## config.mk

```make
export PLATFORM = sky130hd
export DESIGN_NAME = mips16Core
export DESIGN_NICKNAME = d
export VERILOG_FILES = /design/src/design/mips16_pkg.sv /design/src/design/aluUnit.sv /design/src/design/controlFsm.sv /design/src/design/datapath.sv /design/src/design/mips16Core.sv /design/src/design/registerFile.sv
export VERILOG_INCLUDE_DIRS = /design/src /design/src/include
export SDC_FILE = /design/constraint.sdc
export NUM_CORES = 1
export LEC_CHECK = 0
export ABC_AREA = 1
export BUFFER_PORTS_ARGS = -buffer_cell sky130_fd_sc_hd__buf_2
export CAP_MARGIN = 10
export CELL_PAD_IN_SITES_DETAIL_PLACEMENT = 1
export CELL_PAD_IN_SITES_GLOBAL_PLACEMENT = 1
export CORE_ASPECT_RATIO = 0.9
export CORE_MARGIN = 8
export CORE_UTILIZATION = 47
export CTS_BUF_LIST = sky130_fd_sc_hd__clkbuf_4 sky130_fd_sc_hd__clkbuf_8 sky130_fd_sc_hd__clkbuf_16
export DETAILED_ROUTE_END_ITERATION = 6
export PLACE_DENSITY = 0.93
export SLEW_MARGIN = 30
export SYNTH_ARGS = -nofsm -noshare
export SYNTH_HDL_FRONTEND = slang
export SYNTH_SLANG_ARGS = --single-unit
export TNS_END_PERCENT = 5
```

## constraint.sdc

```tcl
create_clock -name clock -period 6.73 [get_ports clock]
set_input_delay 1.346 -clock clock [delete_from_list [all_inputs] [get_ports clock]]
set_output_delay 1.346 -clock clock [all_outputs]
set_load 0.02 [all_outputs]
```

## src/include/mips16_defs.svh

```systemverilog
`ifndef MIPS16_DEFS_SVH
`define MIPS16_DEFS_SVH

// ------------------------------
// sizes
// ------------------------------
`define DATA_W    16
`define REG_CNT   8
`define REG_AW    3

// ------------------------------
// opcodes, instruction bits 2..0
// ------------------------------
`define OP_RTYPE  3'd0
`define OP_SLTI   3'd2
`define OP_ADDI   3'd3
`define OP_LB     3'd4
`define OP_SW     3'd5
`define OP_BEQ    3'd6
`define OP_JAL    3'd7

// R-type funct codes, bits 12..9
`define FN_ADD    4'd0
`define FN_AND    4'd1
`define FN_NOT    4'd2
`define FN_SUB    4'd4

`define LINK_REG  3'd7          // return address for jal

// datapath select encodings
`define BSEL_REG    2'd0        // B register
`define BSEL_TWO    2'd1        // constant 2, PC step
`define BSEL_BROFF  2'd2        // sign-extended imm7 << 1
`define BSEL_IMM    2'd3        // imm7, zero- or sign-extended by opcode

`define WBSEL_ALU   2'd0
`define WBSEL_MDR   2'd1
`define WBSEL_PC    2'd2

`define DST_RD      2'd0
`define DST_RT      2'd1
`define DST_LINK    2'd2

`endif

```

## src/design/mips16_pkg.sv

```systemverilog
`default_nettype none

`include "mips16_defs.svh"

package mips16_pkg;

	// ------------------------------
	// instruction word views
	// ------------------------------
	typedef struct packed {
		logic [2:0] rd;
		logic [3:0] funct;
		logic [2:0] rt;
		logic [2:0] rs;
		logic [2:0] op;
	} rFmt_t;

	typedef struct packed {
		logic [6:0] imm7;               // jal target is imm7,rt,rs
		logic [2:0] rt;
		logic [2:0] rs;
		logic [2:0] op;
	} iFmt_t;

	typedef union packed {
		rFmt_t rFmt;
		iFmt_t iFmt;
	} instrWord_t;

	typedef enum logic [2:0] {
		ADD,
		AND,
		NOT,                            // of a only
		SUB,
		SLT,                            // unsigned compare
		PASS                            // forwards b
	} aluOp_t;

	typedef enum logic [3:0] {
		FETCH,
		DECODE,
		EXEC_R,
		EXEC_I,
		WB_ALU,
		ADDR,
		MEM_RD,
		WB_LOAD,
		MEM_WR,
		BRANCH,
		JUMP
	} cpuState_t;

	// R-type funct decode, unknown codes fall back to add
	function automatic aluOp_t functOp(input logic [3:0] funct);
		case (funct)
			`FN_ADD: return ADD;
			`FN_AND: return AND;
			`FN_NOT: return NOT;
			`FN_SUB: return SUB;
			default: return ADD;
		endcase
	endfunction

endpackage

`default_nettype wire

```

## src/design/aluUnit.sv

```systemverilog
`timescale 1ns/1ps
`default_nettype none

`include "mips16_defs.svh"

module aluUnit (
	input  logic [`DATA_W-1:0] a,
	input  logic [`DATA_W-1:0] b,
	input  mips16_pkg::aluOp_t req,
	input  logic [3:0]        funct,
	input  logic              isRtype,
	output logic [`DATA_W-1:0] y
);
	import mips16_pkg::*;

	aluOp_t op;

	// R-type execute takes its op from funct
	assign op = isRtype ? functOp(funct) : req;

	always_comb
	begin
		case (op)
			ADD:     y = a + b;
			AND:     y = a & b;
			NOT:     y = ~a;
			SUB:     y = a - b;
			SLT:     y = {{(`DATA_W-1){1'b0}}, (a < b)};   // unsigned
			PASS:    y = b;
			default: y = a + b;
		endcase
	end

endmodule

`default_nettype wire

```

## src/design/controlFsm.sv

```systemverilog
`timescale 1ns/1ps
`default_nettype none

`include "mips16_defs.svh"

module controlFsm (
	input  logic              clock,
	input  logic              rst,
	input  logic [2:0]        opcode,
	input  logic [3:0]        funct,
	output logic              pcWrite,
	output logic              branchEn,
	output logic              irWrite,
	output logic              regWrite,
	output logic              memRead,
	output logic              memWrite,
	output logic              aluASel,      // 1 selects PC
	output logic              pcSel,        // 1 selects jump target
	output logic [1:0]        aluBSel,
	output logic [1:0]        wbSel,
	output logic [1:0]        dstSel,
	output mips16_pkg::aluOp_t aluReq
);
	import mips16_pkg::*;

	cpuState_t state;
	cpuState_t nextState;

	always_ff @(posedge clock)
	begin
		if (rst)
			state <= FETCH;
		else
			state <= nextState;
	end

	// ------------------------------
	// next state
	// ------------------------------
	always_comb
	begin
		nextState = FETCH;
		case (state)
			FETCH:
				nextState = DECODE;
			DECODE:
			begin
				case (opcode)
					`OP_RTYPE:         nextState = EXEC_R;
					`OP_SLTI, `OP_ADDI: nextState = EXEC_I;
					`OP_LB, `OP_SW:     nextState = ADDR;
					`OP_BEQ:           nextState = BRANCH;
					`OP_JAL:           nextState = JUMP;
					default:           nextState = FETCH;  // opcode 1 is skipped
				endcase
			end
			EXEC_R, EXEC_I:
				nextState = WB_ALU;
			ADDR:
				nextState = (opcode == `OP_LB) ? MEM_RD : MEM_WR;
			MEM_RD:
				nextState = WB_LOAD;
			default:
				nextState = FETCH;                     // all final phases
		endcase
	end

	// ------------------------------
	// control decode
	// ------------------------------
	always_comb
	begin
		pcWrite  = 1'b0;
		branchEn = 1'b0;
		irWrite  = 1'b0;
		regWrite = 1'b0;
		memRead  = 1'b0;
		memWrite = 1'b0;
		pcSel    = 1'b0;
		aluASel  = 1'b1;                // idle ALU computes PC + 2
		aluBSel  = `BSEL_TWO;
		aluReq   = ADD;
		wbSel    = `WBSEL_ALU;
		dstSel   = `DST_RT;
		case (state)
			FETCH:
			begin
				memRead = !rst;         // bus stays quiet in reset
				irWrite = 1'b1;
				pcWrite = 1'b1;         // PC + 2 straight from the ALU
			end
			DECODE:
				aluBSel = `BSEL_BROFF;  // branch target into ALU-out
			EXEC_R:
			begin
				aluASel = 1'b0;
				aluBSel = `BSEL_REG;
				aluReq  = functOp(funct);
			end
			EXEC_I:
			begin
				aluASel = 1'b0;
				aluBSel = `BSEL_IMM;
				aluReq  = (opcode == `OP_SLTI) ? SLT : ADD;
			end
			WB_ALU:
			begin
				regWrite = 1'b1;
				dstSel   = (opcode == `OP_RTYPE) ? `DST_RD : `DST_RT;
			end
			ADDR:
			begin
				aluASel = 1'b0;         // A + sign-extended imm7
				aluBSel = `BSEL_IMM;
			end
			MEM_RD:
				memRead = 1'b1;
			WB_LOAD:
			begin
				regWrite = 1'b1;
				wbSel    = `WBSEL_MDR;
			end
			MEM_WR:
				memWrite = 1'b1;
			BRANCH:
				branchEn = 1'b1;        // datapath decides on A == B
			JUMP:
			begin
				regWrite = 1'b1;
				wbSel    = `WBSEL_PC;   // PC already holds the return address
				dstSel   = `DST_LINK;
				pcWrite  = 1'b1;
				pcSel    = 1'b1;
			end
			default:
				aluReq = ADD;
		endcase
	end

endmodule

`default_nettype wire

```

## src/design/datapath.sv

```systemverilog
`timescale 1ns/1ps
`default_nettype none

`include "mips16_defs.svh"

module datapath (
	input  logic              clock,
	input  logic              rst,
	input  logic              pcWrite,
	input  logic              branchEn,
	input  logic              irWrite,
	input  logic              regWrite,
	input  logic              memRead,
	input  logic              aluASel,
	input  logic              pcSel,
	input  logic [1:0]        aluBSel,
	input  logic [1:0]        wbSel,
	input  logic [1:0]        dstSel,
	input  mips16_pkg::aluOp_t aluReq,
	output logic [2:0]        opcode,
	output logic [3:0]        funct,
	output logic [`DATA_W-1:0] memAddr,
	output logic [`DATA_W-1:0] memWrData,
	input  logic [`DATA_W-1:0] memRdData
);
	import mips16_pkg::*;

	instrWord_t         ir;
	logic [`DATA_W-1:0] pc;
	logic [`DATA_W-1:0] mdr;
	logic [`DATA_W-1:0] aReg;
	logic [`DATA_W-1:0] bReg;
	logic [`DATA_W-1:0] aluOutReg;
	logic [`DATA_W-1:0] rfA;
	logic [`DATA_W-1:0] rfB;
	logic [`DATA_W-1:0] aluA;
	logic [`DATA_W-1:0] aluB;
	logic [`DATA_W-1:0] aluY;
	logic [`DATA_W-1:0] wrData;
	logic [`DATA_W-1:0] pcNext;
	logic [`DATA_W-1:0] immSext;
	logic [`DATA_W-1:0] immZext;
	logic [`DATA_W-1:0] jumpTarget;
	logic [`REG_AW-1:0] wrAddr;
	logic               takeBranch;
	logic               rExec;

	assign opcode = ir.rFmt.op;
	assign funct  = ir.rFmt.funct;

	assign immSext    = {{(`DATA_W-7){ir.iFmt.imm7[6]}}, ir.iFmt.imm7};
	assign immZext    = {{(`DATA_W-7){1'b0}}, ir.iFmt.imm7};
	assign jumpTarget = {pc[15:14], ir.iFmt.imm7, ir.iFmt.rt, ir.iFmt.rs, 1'b0};

	assign memAddr   = irWrite ? pc : aluOutReg;   // fetch or data access
	assign memWrData = bReg;

	// ------------------------------
	// PC and branch
	// ------------------------------
	assign takeBranch = branchEn && (aReg == bReg);
	assign pcNext     = branchEn ? aluOutReg : (pcSel ? jumpTarget : aluY);

	always_ff @(posedge clock)
	begin
		if (rst)
			pc <= '0;
		else if (pcWrite || takeBranch)
			pc <= pcNext;
	end

	// payload registers
	always_ff @(posedge clock)
	begin
		if (irWrite)
			ir <= memRdData;
		if (memRead)
			mdr <= {{(`DATA_W-8){memRdData[7]}}, memRdData[7:0]};   // lb sign extend
		aReg      <= rfA;
		bReg      <= rfB;
		aluOutReg <= aluY;
	end

	// ------------------------------
	// ALU operands
	// ------------------------------
	assign aluA = aluASel ? pc : aReg;

	always_comb
	begin
		case (aluBSel)
			`BSEL_REG:   aluB = bReg;
			`BSEL_TWO:   aluB = `DATA_W'd2;
			`BSEL_BROFF: aluB = {immSext[`DATA_W-2:0], 1'b0};
			default:     aluB = (opcode == `OP_SLTI) ? immZext : immSext;
		endcase
	end

	// only R-type execute pairs A with B
	assign rExec = !aluASel && (aluBSel == `BSEL_REG) && (opcode == `OP_RTYPE);

	aluUnit alu (
		.a       (aluA),
		.b       (aluB),
		.req     (aluReq),
		.funct   (funct),
		.isRtype (rExec),
		.y       (aluY)
	);

	// write-back data and destination
	always_comb
	begin
		case (wbSel)
			`WBSEL_MDR: wrData = mdr;
			`WBSEL_PC:  wrData = pc;
			default:    wrData = aluOutReg;
		endcase
		case (dstSel)
			`DST_RD:   wrAddr = ir.rFmt.rd;
			`DST_LINK: wrAddr = `LINK_REG;
			default:   wrAddr = ir.iFmt.rt;
		endcase
	end

	registerFile regs (
		.clock   (clock),
		.rst     (rst),
		.rdAddrA (ir.iFmt.rs),
		.rdAddrB (ir.iFmt.rt),
		.wrAddr  (wrAddr),
		.wrEn    (regWrite),
		.wrData  (wrData),
		.rdDataA (rfA),
		.rdDataB (rfB)
	);

endmodule

`default_nettype wire

```

## src/design/mips16Core.sv

```systemverilog
`timescale 1ns/1ps
`default_nettype none

`include "mips16_defs.svh"

module mips16Core (
	input  logic              clock,
	input  logic              rst,
	output logic [`DATA_W-1:0] memAddr,
	output logic              memRead,
	output logic              memWrite,
	output logic [`DATA_W-1:0] memWrData,
	input  logic [`DATA_W-1:0] memRdData
);
	import mips16_pkg::*;

	logic       pcWrite;
	logic       branchEn;
	logic       irWrite;
	logic       regWrite;
	logic       aluASel;
	logic       pcSel;
	logic [1:0] aluBSel;
	logic [1:0] wbSel;
	logic [1:0] dstSel;
	logic [2:0] opcode;
	logic [3:0] funct;
	aluOp_t     aluReq;

	// ------------------------------
	// control and datapath
	// ------------------------------
	controlFsm ctrl (
		.clock    (clock),
		.rst      (rst),
		.opcode   (opcode),
		.funct    (funct),
		.pcWrite  (pcWrite),
		.branchEn (branchEn),
		.irWrite  (irWrite),
		.regWrite (regWrite),
		.memRead  (memRead),
		.memWrite (memWrite),
		.aluASel  (aluASel),
		.pcSel    (pcSel),
		.aluBSel  (aluBSel),
		.wbSel    (wbSel),
		.dstSel   (dstSel),
		.aluReq   (aluReq)
	);

	datapath dp (
		.clock     (clock),
		.rst       (rst),
		.pcWrite   (pcWrite),
		.branchEn  (branchEn),
		.irWrite   (irWrite),
		.regWrite  (regWrite),
		.memRead   (memRead),
		.aluASel   (aluASel),
		.pcSel     (pcSel),
		.aluBSel   (aluBSel),
		.wbSel     (wbSel),
		.dstSel    (dstSel),
		.aluReq    (aluReq),
		.opcode    (opcode),
		.funct     (funct),
		.memAddr   (memAddr),
		.memWrData (memWrData),
		.memRdData (memRdData)
	);

endmodule

`default_nettype wire

```

## src/design/registerFile.sv

```systemverilog
`timescale 1ns/1ps
`default_nettype none

`include "mips16_defs.svh"

module registerFile (
	input  logic              clock,
	input  logic              rst,
	input  logic [`REG_AW-1:0] rdAddrA,
	input  logic [`REG_AW-1:0] rdAddrB,
	input  logic [`REG_AW-1:0] wrAddr,
	input  logic              wrEn,
	input  logic [`DATA_W-1:0] wrData,
	output logic [`DATA_W-1:0] rdDataA,
	output logic [`DATA_W-1:0] rdDataB
);
	logic [`DATA_W-1:0] regs [`REG_CNT];

	assign rdDataA = regs[rdAddrA];     // rs
	assign rdDataB = regs[rdAddrB];     // rt

	always_ff @(posedge clock)
	begin
		if (rst)
		begin
			for (int i = 0; i < `REG_CNT; i++)
				regs[i] <= '0;
		end
		else if (wrEn)
			regs[wrAddr] <= wrData;
	end

endmodule

`default_nettype wire

```

# Word level (Yosys, flattened, before mapping)
# Memories as Yosys holds them, arrays and structs flattened. A register that Yosys moved wholly into a read port is not among the register bits.
# Cells that the tools add are included.
[op_classes]
addsub = 2
mul = 0
n_div = 0
order_cmp = 1
eq_ne = 31
shifts = 0
mux = 35
bitwise = 2
n_reduce_logical = 18
[op_table]
columns = ["cell", "count"]
rows = [
  ["16-bit 2-to-1 mux", 6],
  ["16-bit one-hot mux with 5 select lines", 1],
  ["16-bit one-hot mux with 3 select lines", 1],
  ["4-bit one-hot mux with 5 select lines", 2],
  ["16-bit one-hot mux with 2 select lines", 1],
  ["4-bit by 3-bit equality test with 1-bit output (second input constant)", 5],
  ["3-bit equality test (second input constant)", 6],
  ["16-bit adder", 1],
  ["16-bit AND", 1],
  ["16-bit equality test", 1],
  ["16-bit < comparator", 1],
  ["16-bit NOT", 1],
  ["16-bit OR reduction", 1],
  ["16-bit subtractor", 1],
  ["1-bit 2-to-1 mux", 13],
  ["3-bit by 2-bit equality test with 1-bit output (second input constant)", 4],
  ["4-bit by 2-bit equality test with 1-bit output (second input constant)", 3],
  ["4-bit equality test (second input constant)", 3],
  ["2-bit one-hot mux with 3 select lines", 2],
  ["3-bit one-hot mux with 2 select lines", 2],
  ["2-bit OR reduction", 5],
  ["3-bit 2-to-1 mux", 3],
  ["4-bit by 1-bit equality test with 1-bit output (second input constant)", 2],
  ["2-bit one-hot mux with 2 select lines", 2],
  ["other kinds (14)", 21],
]
[totals]
reg_bits = 60
latch_bits = 0
ram_bits = 128
mem_bits_ro = 0
in_bits = 18
n_memories = 1
[memory_table]
columns = ["memory", "words", "width", "read_ports", "rd_ports_with_merged_regs", "wr", "line_no", "rtl"]
rows = [
  ["dp.regs.regs", 8, 16, 2, 2, 8, "registerFile.sv:17", "logic [`DATA_W-1:0] regs [`REG_CNT];"],
]

# Longest topological paths before layout
# Gate-level depths: netlist (run 1).
[logic_depth]
word_depth = 11
depth_mapped = 25
mapped_depth_nobuf = 23

# By module
# From an unflattened synthesis (run 1), not the netlist that was laid out.
[hier_totals]
cells_unflattened = 2131
hier_area_um2 = 14601.5
[modules_own_cells]
columns = ["mod", "n_inst", "cells_per_inst", "area_per_inst_um2", "seq_area_each_um2"]
rows = [
  ["registerFile", 1, 1032, 7532.2, 3843.7],
  ["datapath", 1, 466, 3802.4, 2001.9],
  ["aluUnit", 1, 554, 2826.5, 0.0],
  ["controlFsm", 1, 79, 440.4, 80.1],
]

# Worst setup path before layout (run 1)
# No wires, ideal clock.
[synth_path]
kind = "input to output"
from = "input port rst"
to = "output port memRead"
arrival_time_ns = 2.387
t_required_ns = 5.384
slack_ns = 2.997
path_stages = 1
n_path_buf = 0
path_cell_list = "o21ai_0"
[synth_via]
elab_chain_len = 2
[synth_rtl]
columns = ["element", "line_no", "rtl"]
rows = [
  ["start, declared", "mips16Core.sv:8", "input logic rst,"],
  ["1-bit zero test", "controlFsm.sv:88", "memRead = !rst;"],
  ["1-bit one-hot mux with 2 select lines", "controlFsm.sv:85", "case (state)"],
  ["end, declared", "mips16Core.sv:10", "output logic memRead,"],
]
# No other way between the ends.

# Worst setup path in the final report (run 1)
[layout_path]
from = "register ctrl.state[0]"
to = "register dp.pc[14]"
[layout_via]
elab_chain_len = 11
[layout_rtl]
columns = ["element", "line_no", "rtl"]
rows = [
  ["start, declared", "controlFsm.sv:26", "cpuState_t state;"],
  ["start signal, assigned", "controlFsm.sv:34", "state <= nextState;"],
  ["parallel branches: the longest is 8 deep, another holds 16-bit adder", "-", ""],
  ["16-bit one-hot mux with 5 select lines *", "aluUnit.sv:23", "case (op)"],
  ["via dp.alu.y[14]", "aluUnit.sv:12", "output logic [`DATA_W-1:0] y"],
  ["16-bit 2-to-1 mux * (2 in a row)", "datapath.sv:62", "assign pcNext = branchEn ? aluOutReg : (pcSel ? jumpTarget : aluY);"],
  ["end signal, assigned", "datapath.sv:69", "pc <= pcNext;"],
  ["end, declared", "datapath.sv:29", "logic [`DATA_W-1:0] pc;"],
]
# Mark *: on every way through the listed nets, which the timed path passes. The select of a mux whose other input is x is not followed.
# A chain may end at the register's enable or synchronous reset.

==> out/results.ini, run 1 <==
[synthesis]
synth_largest_area_cell=edfxtp_1
ys_top_cells_by_area=edfxtp_1 35%, dfxtp_1 10%, nor2_1 8.6%, o21ai_0 8.2%, nand2_1 8.0%
synthCells=1733
yosys_warnings=0
yosysTopAreaCellShare=0.347
synth_area_um2=13100
ys_types=49
synth-seq-cells=220
syn_area_per_cell_um2=7.58
synth_sequential_area_ratio=0.451
syn_nets=1788

[drt]
drt_pass1_iterations=7
drc=2
first_iter_violations=1346
postRouteAntennaNets=0
via_count=12900
wirelength_mm=48.4
viasPerCell=6.10
wl_per_cell_um=22.9

[power]
p_leak_nw=6.16
power.share.switching=0.514
seq_power_share=0.256
ir_worst_vdd_mv=0.426
total_power_mw=8.22
p_switching_mw=4.22
clkPwrFrac=0.178
p_int_mw=3.99
combPwrFrac=0.567
power_density_nw_per_um2=567

[sta]
post-route-min-period_ns=4.55
fin_crit_sh=0.676
tns_ns=0
report.final.slew_viol_count=0
slew_headroom=0.348
whs_ns=0.477
report.final.hold_viol_count=0
finClkSkew_ns=0.0157
worst_pin_slew_ns=0.975
setup_slack_ns=2.18
max_freq_ghz=0.220
setup_viol=0
rsz0062_at_grt=false

[critical_path]
end_kind=flop
arrival_ns=5.00
critPathSlowestCell=nand2_1
cp_slowest_stage_delay_ns=0.62
worstPathCellList=inv_1 > nor2_1 > nand2_1 > nand2_1 > inv_1 > nand2_1 > o21ai_0 > inv_1 > ha_1 > inv_1 > fa_1 > inv_1 > nand3_1 > nand2_1 > a21oi_1 > or2_2 > nand3_1 > nand3_1 > nand3_1 > nand2_1 > a21oi_1
crit_type=flop to flop
cp_top_family=simple AND/OR/NAND/NOR gates
cp_max_fo=21
cp.required_ns=7.18
worstSetupStartpointType=flop
path_buf_inv=5

[die]
io_pins=52
die_h_um=175
start_util=0.474
rows=58
coreArea_um2=27700
die_x_um=192
fp.dieArea_um2=33600

[global_route]
grt_pass1_vias=13400
grt_overflow_total=0
grtUsageTotal=0.284
grt_pass1_wl_mm=74.9
antenna_found_initial=0
grt_max_degree=89

[run_status]
violations=design-rule violations
status=complete, but fails checks

[cts]
clkSlewWorstSetupHoldPaths_ns=0.06
cts_max_path_buffers=3
cts-root-buf=clkbuf_16
cts_tree=done
clk_latency_ns=0.53
cts-resized-gates=0
cts_buffers=24
post_cts_buffers=0
postCtsHoldBufs=0
h-tree-depth=1
clock-sinks=220

[finish]
multiInputGateArea_um2=6110
final_cell_mix=299 x nor2_1, 279 x nand2_1, 206 x o21ai_0
instances_no_fill=2111
final_layout_size_suffix_gt1_frac=0.0817
final_common_cell=nor2_1
seq_area_um2=5930
syn_to_final_growth_pct=10.3
nNetsFinal=1788
n_fill_cell=3438
insertedDiodeCount=0

[place]
numPortBuffers=51
gp_congestion=0.912
preCtsSetupSlack_ns=2.35
dp_cells=2066
hpwl_mm=34.5

[flow_run]
cap_violations=0

[hold_path]
hold_path.class=flop to flop

cell usage after synthesis (all sizes together):
cell and count:
nand3b 1, inv 199, o21bai 9, o22ai 3, o21ai 225, xor2 17
o211ai 39, nor2 306, xnor2 3, a22oi 2, a21o 1, or2 4
and2 1, a31oi 40, nor3 15, clkbuf 62, o22a 1, o21a 1
a211oi 1, clkinv 3, dfxtp 68, nand3 79, buf 25, a21oi 126
a21boi 1, fa 2, nand4 15, nand2 290, nor3b 3, edfxtp 152
o2bb2ai 2, ha 35, and3 2
sequential cells by signal, indices dropped and copies added (netlist names):
signal        flops
dp.regs.regs    128
dp.aReg          16
dp.aluOutReg     16
dp.ir            16
dp.memWrData     16
dp.pc            16
dp.mdr            8
ctrl.state        4
power groups by stage:
stage	Clock, mW	Combinational, mW	Sequential, mW
2_1_floorplan	0	3.07	2.03
3_3_place_gp	0	4.29	2.09
3_5_place_dp	0	4.48	2.11
4_1_cts	1.46	4.54	2.09
5_1_grt	1.50	5.10	2.12
6_report	1.46	4.66	2.10
metal layers:
layer | part of all wire | GRT usage | wire (um) | vias up
li1 | - | - | - | 5806
met1 | 0.41 | 0.369 | 19800 | 6381
met2 | 0.48 | 0.477 | 23300 | 581
met3 | 0.079 | 0.0411 | 3840 | 107
met4 | 0.031 | 0.0948 | 1500 | 0
met5 | 0 | 0 | 0 | -
worst min-delay path, delay by kind of cell, from the launching register on:
family | cells | cell delay, ns
AO/OA/AOI/OAI | 1 | 0.06
flip-flops | 1 | 0.31
AND/OR/NAND/NOR | 1 | 0.06
per-stage QoR:
step,instance area (um2),util
after CTS,14500,0.521
after detailed placement,13600,0.489
final,14500,0.522
after floorplan,13100,-
after global placement,13600,0.489
after global routing,14500,0.522
layout make-up:
type	count	area share
Inverter	202	0.0524
Clock buffer	34	0.0536
Clock inverter	10	0.00760
Tap cell	360	0.0311
Multi-Input combinational cell	1224	0.422
Timing Repair Buffer	61	0.0242
Sequential cell	220	0.409
worst paths after layout:
| kind | slack [ns] | startpoint | depth (start not counted) | endpoint |
|---|---|---|---|---|
| worst max-delay path | 2.18 | ctrl.state[0]$_SDFF_PP0_ | 21 | dp.pc[14]$_SDFFE_PP0P_ |
| worst min register to register | 0.48 | dp.pc[7]$_SDFFE_PP0P_ | 2 | dp.pc[7]$_SDFFE_PP0P_ |
| worst max register to register | 2.18 | ctrl.state[0]$_SDFF_PP0_ | 21 | dp.pc[14]$_SDFFE_PP0P_ |
| worst min-delay path | 0.48 | dp.pc[7]$_SDFFE_PP0P_ | 2 | dp.pc[7]$_SDFFE_PP0P_ |
cells by family (layout without fill, tap and decap cells):
family / after synthesis / count (layout) / synth area share
simple gates: 716 / 716 / 0.225
compound gates: 451 / 451 / 0.190
buf+inv: 289 / 307 / 0.0844
flops: 220 / 220 / 0.451
fa+ha+maj: 37 / 37 / 0.0364
xor+xnor: 20 / 20 / 0.0133
Note: power is estimated with default switching activity, not from simulation.
==> run 2, diff against run 1 <==
ABC_AREA = 0   (was 1)
CORE_UTILIZATION = 46   (was 47)
PLACE_DENSITY = 0.89   (was 0.93)
clock period = 4.14 ns   (was 6.73 ns; I/O delays follow)
==> run 2 against run 1 <==
Effect of this change:
- the flow still finishes with violations (design-rule violations)
- global-route usage decreased by 0.68 points
- worst setup slack got worse by 2.1 ns
- worst hold slack lost 0.0073 ns
- clock skew down 0.0024 ns
- final cell count fell by 26%
- via count decreased by 20%
- power rose by 35%
- first-iteration DRC count fell by 6.3%
- area after synthesis down 5.0%
- synthesized cell count is 35% lower
- critical path type unchanged
==> out/results.ini, run 2 <==
[finish]
final_layout_size_suffix_gt1_frac=0.264  ; was 0.0817
finalInstanceArea_um2=14300  ; was 14500 um2
largest_reg_flops=128  ; unchanged
final_cell_mix=194 x nor2_1, 152 x edfxtp_1, 72 x nand2_1  ; was 299 x nor2_1, 279 x nand2_1, 206 x o21ai_0
syn_to_final_growth_pct=14.9  ; was 10.3%
finalCoreUtilization=0.535  ; was 0.522
largest_register=dp.regs.regs  ; unchanged
nNetsFinal=1249  ; was 1788
final_common_cell=nor2_1  ; unchanged
insertedDiodeCount=0  ; unchanged

[synthesis]
ys_top_cells_by_area=edfxtp_1 37%, mux4_2 12%, dfxtp_1 11%, nor2_1 5.9%, mux2_2 5.0%  ; was edfxtp_1 35%, dfxtp_1 10%, nor2_1 8.6%, o21ai_0 8.2%, nand2_1 8.0%
synthCells=1124  ; was 1733
synth_sequential_area_ratio=0.475  ; was 0.451
netlist_top_cells_count=195 x nor2_1, 152 x edfxtp_1, 72 x nand2_1, 68 x dfxtp_1, 64 x mux4_2  ; was 300 x nor2_1, 280 x nand2_1, 216 x o21ai_0, 192 x inv_1, 152 x edfxtp_1
synth_flop_cell=edfxtp_1  ; unchanged
yosysTopAreaCellShare=0.366  ; was 0.347
syn_nets=1179  ; was 1788
synth_compound_gate_area_share=0.130  ; was 0.190
syn_area_per_cell_um2=11.1  ; was 7.58 um2
yosys_warnings=0  ; unchanged
synthXorXnorAreaFrac=0.0126  ; was 0.0133
synth_largest_area_cell=edfxtp_1  ; unchanged
synth-simple-area-share=0.132  ; was 0.225
synth-seq-cells=220  ; unchanged
synth_top_family_by_area=multiplexers  ; was simple AND/OR/NAND/NOR gates
synthAdderAreaFrac=0.0383  ; was 0.0364
ys_async_sr_fraction=0  ; unchanged
ys_types=83  ; was 49
synth_area_um2=12500  ; was 13100 um2
synth_enable_flop_cells=152  ; unchanged
yosysMostFrequentCell=nor2_1  ; unchanged
muxShareOfSynthArea=0.172  ; was 0

[sta]
whs_ns=0.469  ; was 0.477 ns
worst_pin_slew_ns=0.939  ; was 0.975 ns
post-route-min-period_ns=4.07  ; was 4.55 ns
slew_headroom=0.368  ; was 0.348
finClkSkew_ns=0.0134  ; was 0.0157 ns
max_freq_ghz=0.245  ; was 0.220 GHz
report.final.slew_viol_count=0  ; unchanged
setup_viol=0  ; unchanged
rsz0062_at_grt=true  ; was false
report.final.hold_viol_count=0  ; unchanged
fin_crit_sh=0.984  ; was 0.676
tns_ns=0  ; unchanged

[die]
coreArea_um2=26800  ; was 27700 um2
die_x_um=190  ; was 192 um
die_h_um=172  ; was 175 um
rows=57  ; was 58
start_util=0.465  ; was 0.474
fp.dieArea_um2=32700  ; was 33600 um2
io_pins=52  ; unchanged

[cts]
h-tree-depth=1  ; unchanged
clkSlewWorstSetupHoldPaths_ns=0.06  ; about the same
clock-sinks=220  ; unchanged
cts_max_path_buffers=3  ; unchanged
cts-root-buf=clkbuf_16  ; unchanged
postCtsHoldBufs=0  ; unchanged
cts_buffers=24  ; unchanged
cts_tree=done  ; unchanged
clk_latency_ns=0.54  ; was 0.53 ns

[critical_path]
critPathSlowestCell=dfxtp_1  ; was nand2_1
worstPathCellList=buf_4 > nor3_2 > buf_4 > a222oi_1 > inv_1 > ha_1 > or3_1 > o2111ai_1 > or4b_1 > o21ai_2 > o31ai_2 > a2111oi_1 > or3_1 > a311oi_2  ; was inv_1 > nor2_1 > nand2_1 > nand2_1 > inv_1 > nand2_1 > o21ai_0 > inv_1 > ha_1 > inv_1 > fa_1 > inv_1 > nand3_1 > nand2_1 > a21oi_1 > or2_2 > nand3_1 > nand3_1 > nand3_1 > nand2_1 > a21oi_1
worstSetupStartpointType=flop  ; unchanged
crit_type=flop to flop  ; unchanged
cp_top_family=compound AO/OA/AOI/OAI gates  ; was simple AND/OR/NAND/NOR gates
cp.required_ns=4.58  ; was 7.18 ns
cp_max_fo=9  ; was 21
arrival_ns=4.52  ; was 5.00 ns
path_buf_inv=3  ; was 5
end_kind=flop  ; unchanged
cp_slowest_stage_delay_ns=0.44  ; was 0.62 ns

[power]
p_leak_nw=5.54  ; was 6.16 nW
ir_worst_vdd_mv=0.527  ; was 0.426 mV
clkPwrFrac=0.207  ; was 0.178
power.share.switching=0.432  ; was 0.514
p_switching_mw=4.79  ; was 4.22 mW
p_int_mw=6.30  ; was 3.99 mW
seq_power_share=0.307  ; was 0.256
combPwrFrac=0.486  ; was 0.567
power_density_nw_per_um2=774  ; was 567 nW/um2

[global_route]
grt_pass1_vias=10800  ; was 13.4k
met3_usage=0.0530  ; was 0.0411
grt_max_degree=35  ; was 89
grt_pass1_wl_mm=68.0  ; was 74.9 mm
top_usage_layer=met2  ; unchanged
grt_overflow_total=0  ; unchanged
antenna_found_initial=3  ; was 0
grtUsageTotal=0.277  ; was 0.284
gr-usage-met2=0.460  ; was 0.477
use_met1=0.358  ; was 0.369

[hold_path]
hold_path.class=input port to flop  ; was flop to flop

[place]
hpwl_mm=32.6  ; was 34.5 mm
gp_congestion=0.959  ; was 0.912
numPortBuffers=51  ; unchanged
placed_area_um2=13400  ; was 13600 um2

[drt]
drc=11  ; was 2
viasPerCell=6.57  ; was 6.10
wl_per_cell_um=29.1  ; was 22.9 um
wirelength_mm=45.5  ; was 48.4 mm
postRouteAntennaNets=0  ; unchanged
first_iter_violations=1261  ; was 1346
drt_pass1_iterations=7  ; unchanged
via_count=10300  ; was 12.9k

[flow_run]
cap_violations=0  ; unchanged

[run_status]
status=complete, but fails checks  ; unchanged
violations=design-rule violations  ; unchanged

==> run 2: power groups by stage <==
stage | logic, mW | clock network, mW | registers [mW]
after detailed placement | 5.12 | 0 | 3.43
after CTS | 5.20 | 2.30 | 3.40
after floorplan | 3.40 | 0 | 3.13
final | 5.40 | 2.29 | 3.40
after global routing | 5.74 | 2.38 | 3.41
after global placement | 4.94 | 0 | 3.42
==> run 2: metal layers <==
metal  wire, um  vias to the layer above
li1           -                     4351
met1      17800                     5191
met2      21500                      628
met3       4620                      118
met4       1600                        2
met5         13                        -
==> run 2: path summary, 6_finish.rpt <==
kind / from / to / depth (start not counted) / slack (ns)
max: ctrl.state[3]$_SDFF_PP0_ / dp.pc[14]$_SDFFE_PP0P_ / 14 / 0.07
min: memRdData[10] / dp.ir[10]$_DFFE_PP_ / 1 / 0.47
max reg2reg: ctrl.state[3]$_SDFF_PP0_ / dp.pc[14]$_SDFFE_PP0P_ / 14 / 0.07
min reg2reg: dp.aluOutReg[4]$_DFF_P_ / dp.pc[4]$_SDFFE_PP0P_ / 2 / 0.59
==> run 2: worst register-to-register path, delay by kind of cell (launching register included) <==
family / cells / cell delay (ns)
compound gates: 6 / 1.63
fa+ha+maj: 1 / 0.41
buf+inv: 3 / 0.45
flops: 1 / 0.44
simple gates: 4 / 1.07
==> run 2: per-stage QoR <==
stage	instances	total power, mW	worst slack (ns)
final	1566	11.1	0.0653
after global routing	1566	11.5	-0.0803
after CTS	1563	10.9	0.00258
after detailed placement	1519	8.55	-0.133
after global placement	1518	8.36	0.109
after floorplan	1124	6.53	0.0601
==> run 2: cell type report <==
cell class	count	area [um2]
Clock inverter	9	113
Multi-Input combinational cell	782	6130
Timing Repair Buffer	122	816
Inverter	44	165
Clock buffer	35	743
Tap cell	354	443
Fill cell	2880	12500
Sequential cell	220	5930
==> run 2: what timing repair did <==
item / CTS / global route
pin swaps: 0 / 2
setup buffers: 0 / 1
gates cloned: 0 / 0
setup endpoints to repair: 4 / 11
gates resized for setup: 4 / 11
==> run 2: cells by family after synthesis <==
logic type | Yosys count
AO/OA/AOI/OAI | 232
XOR/XNOR | 18
adder cells (fa/ha/maj) | 37
buffers and inverters | 122
flip-flops | 220
multiplexers | 128
AND/OR/NAND/NOR | 367
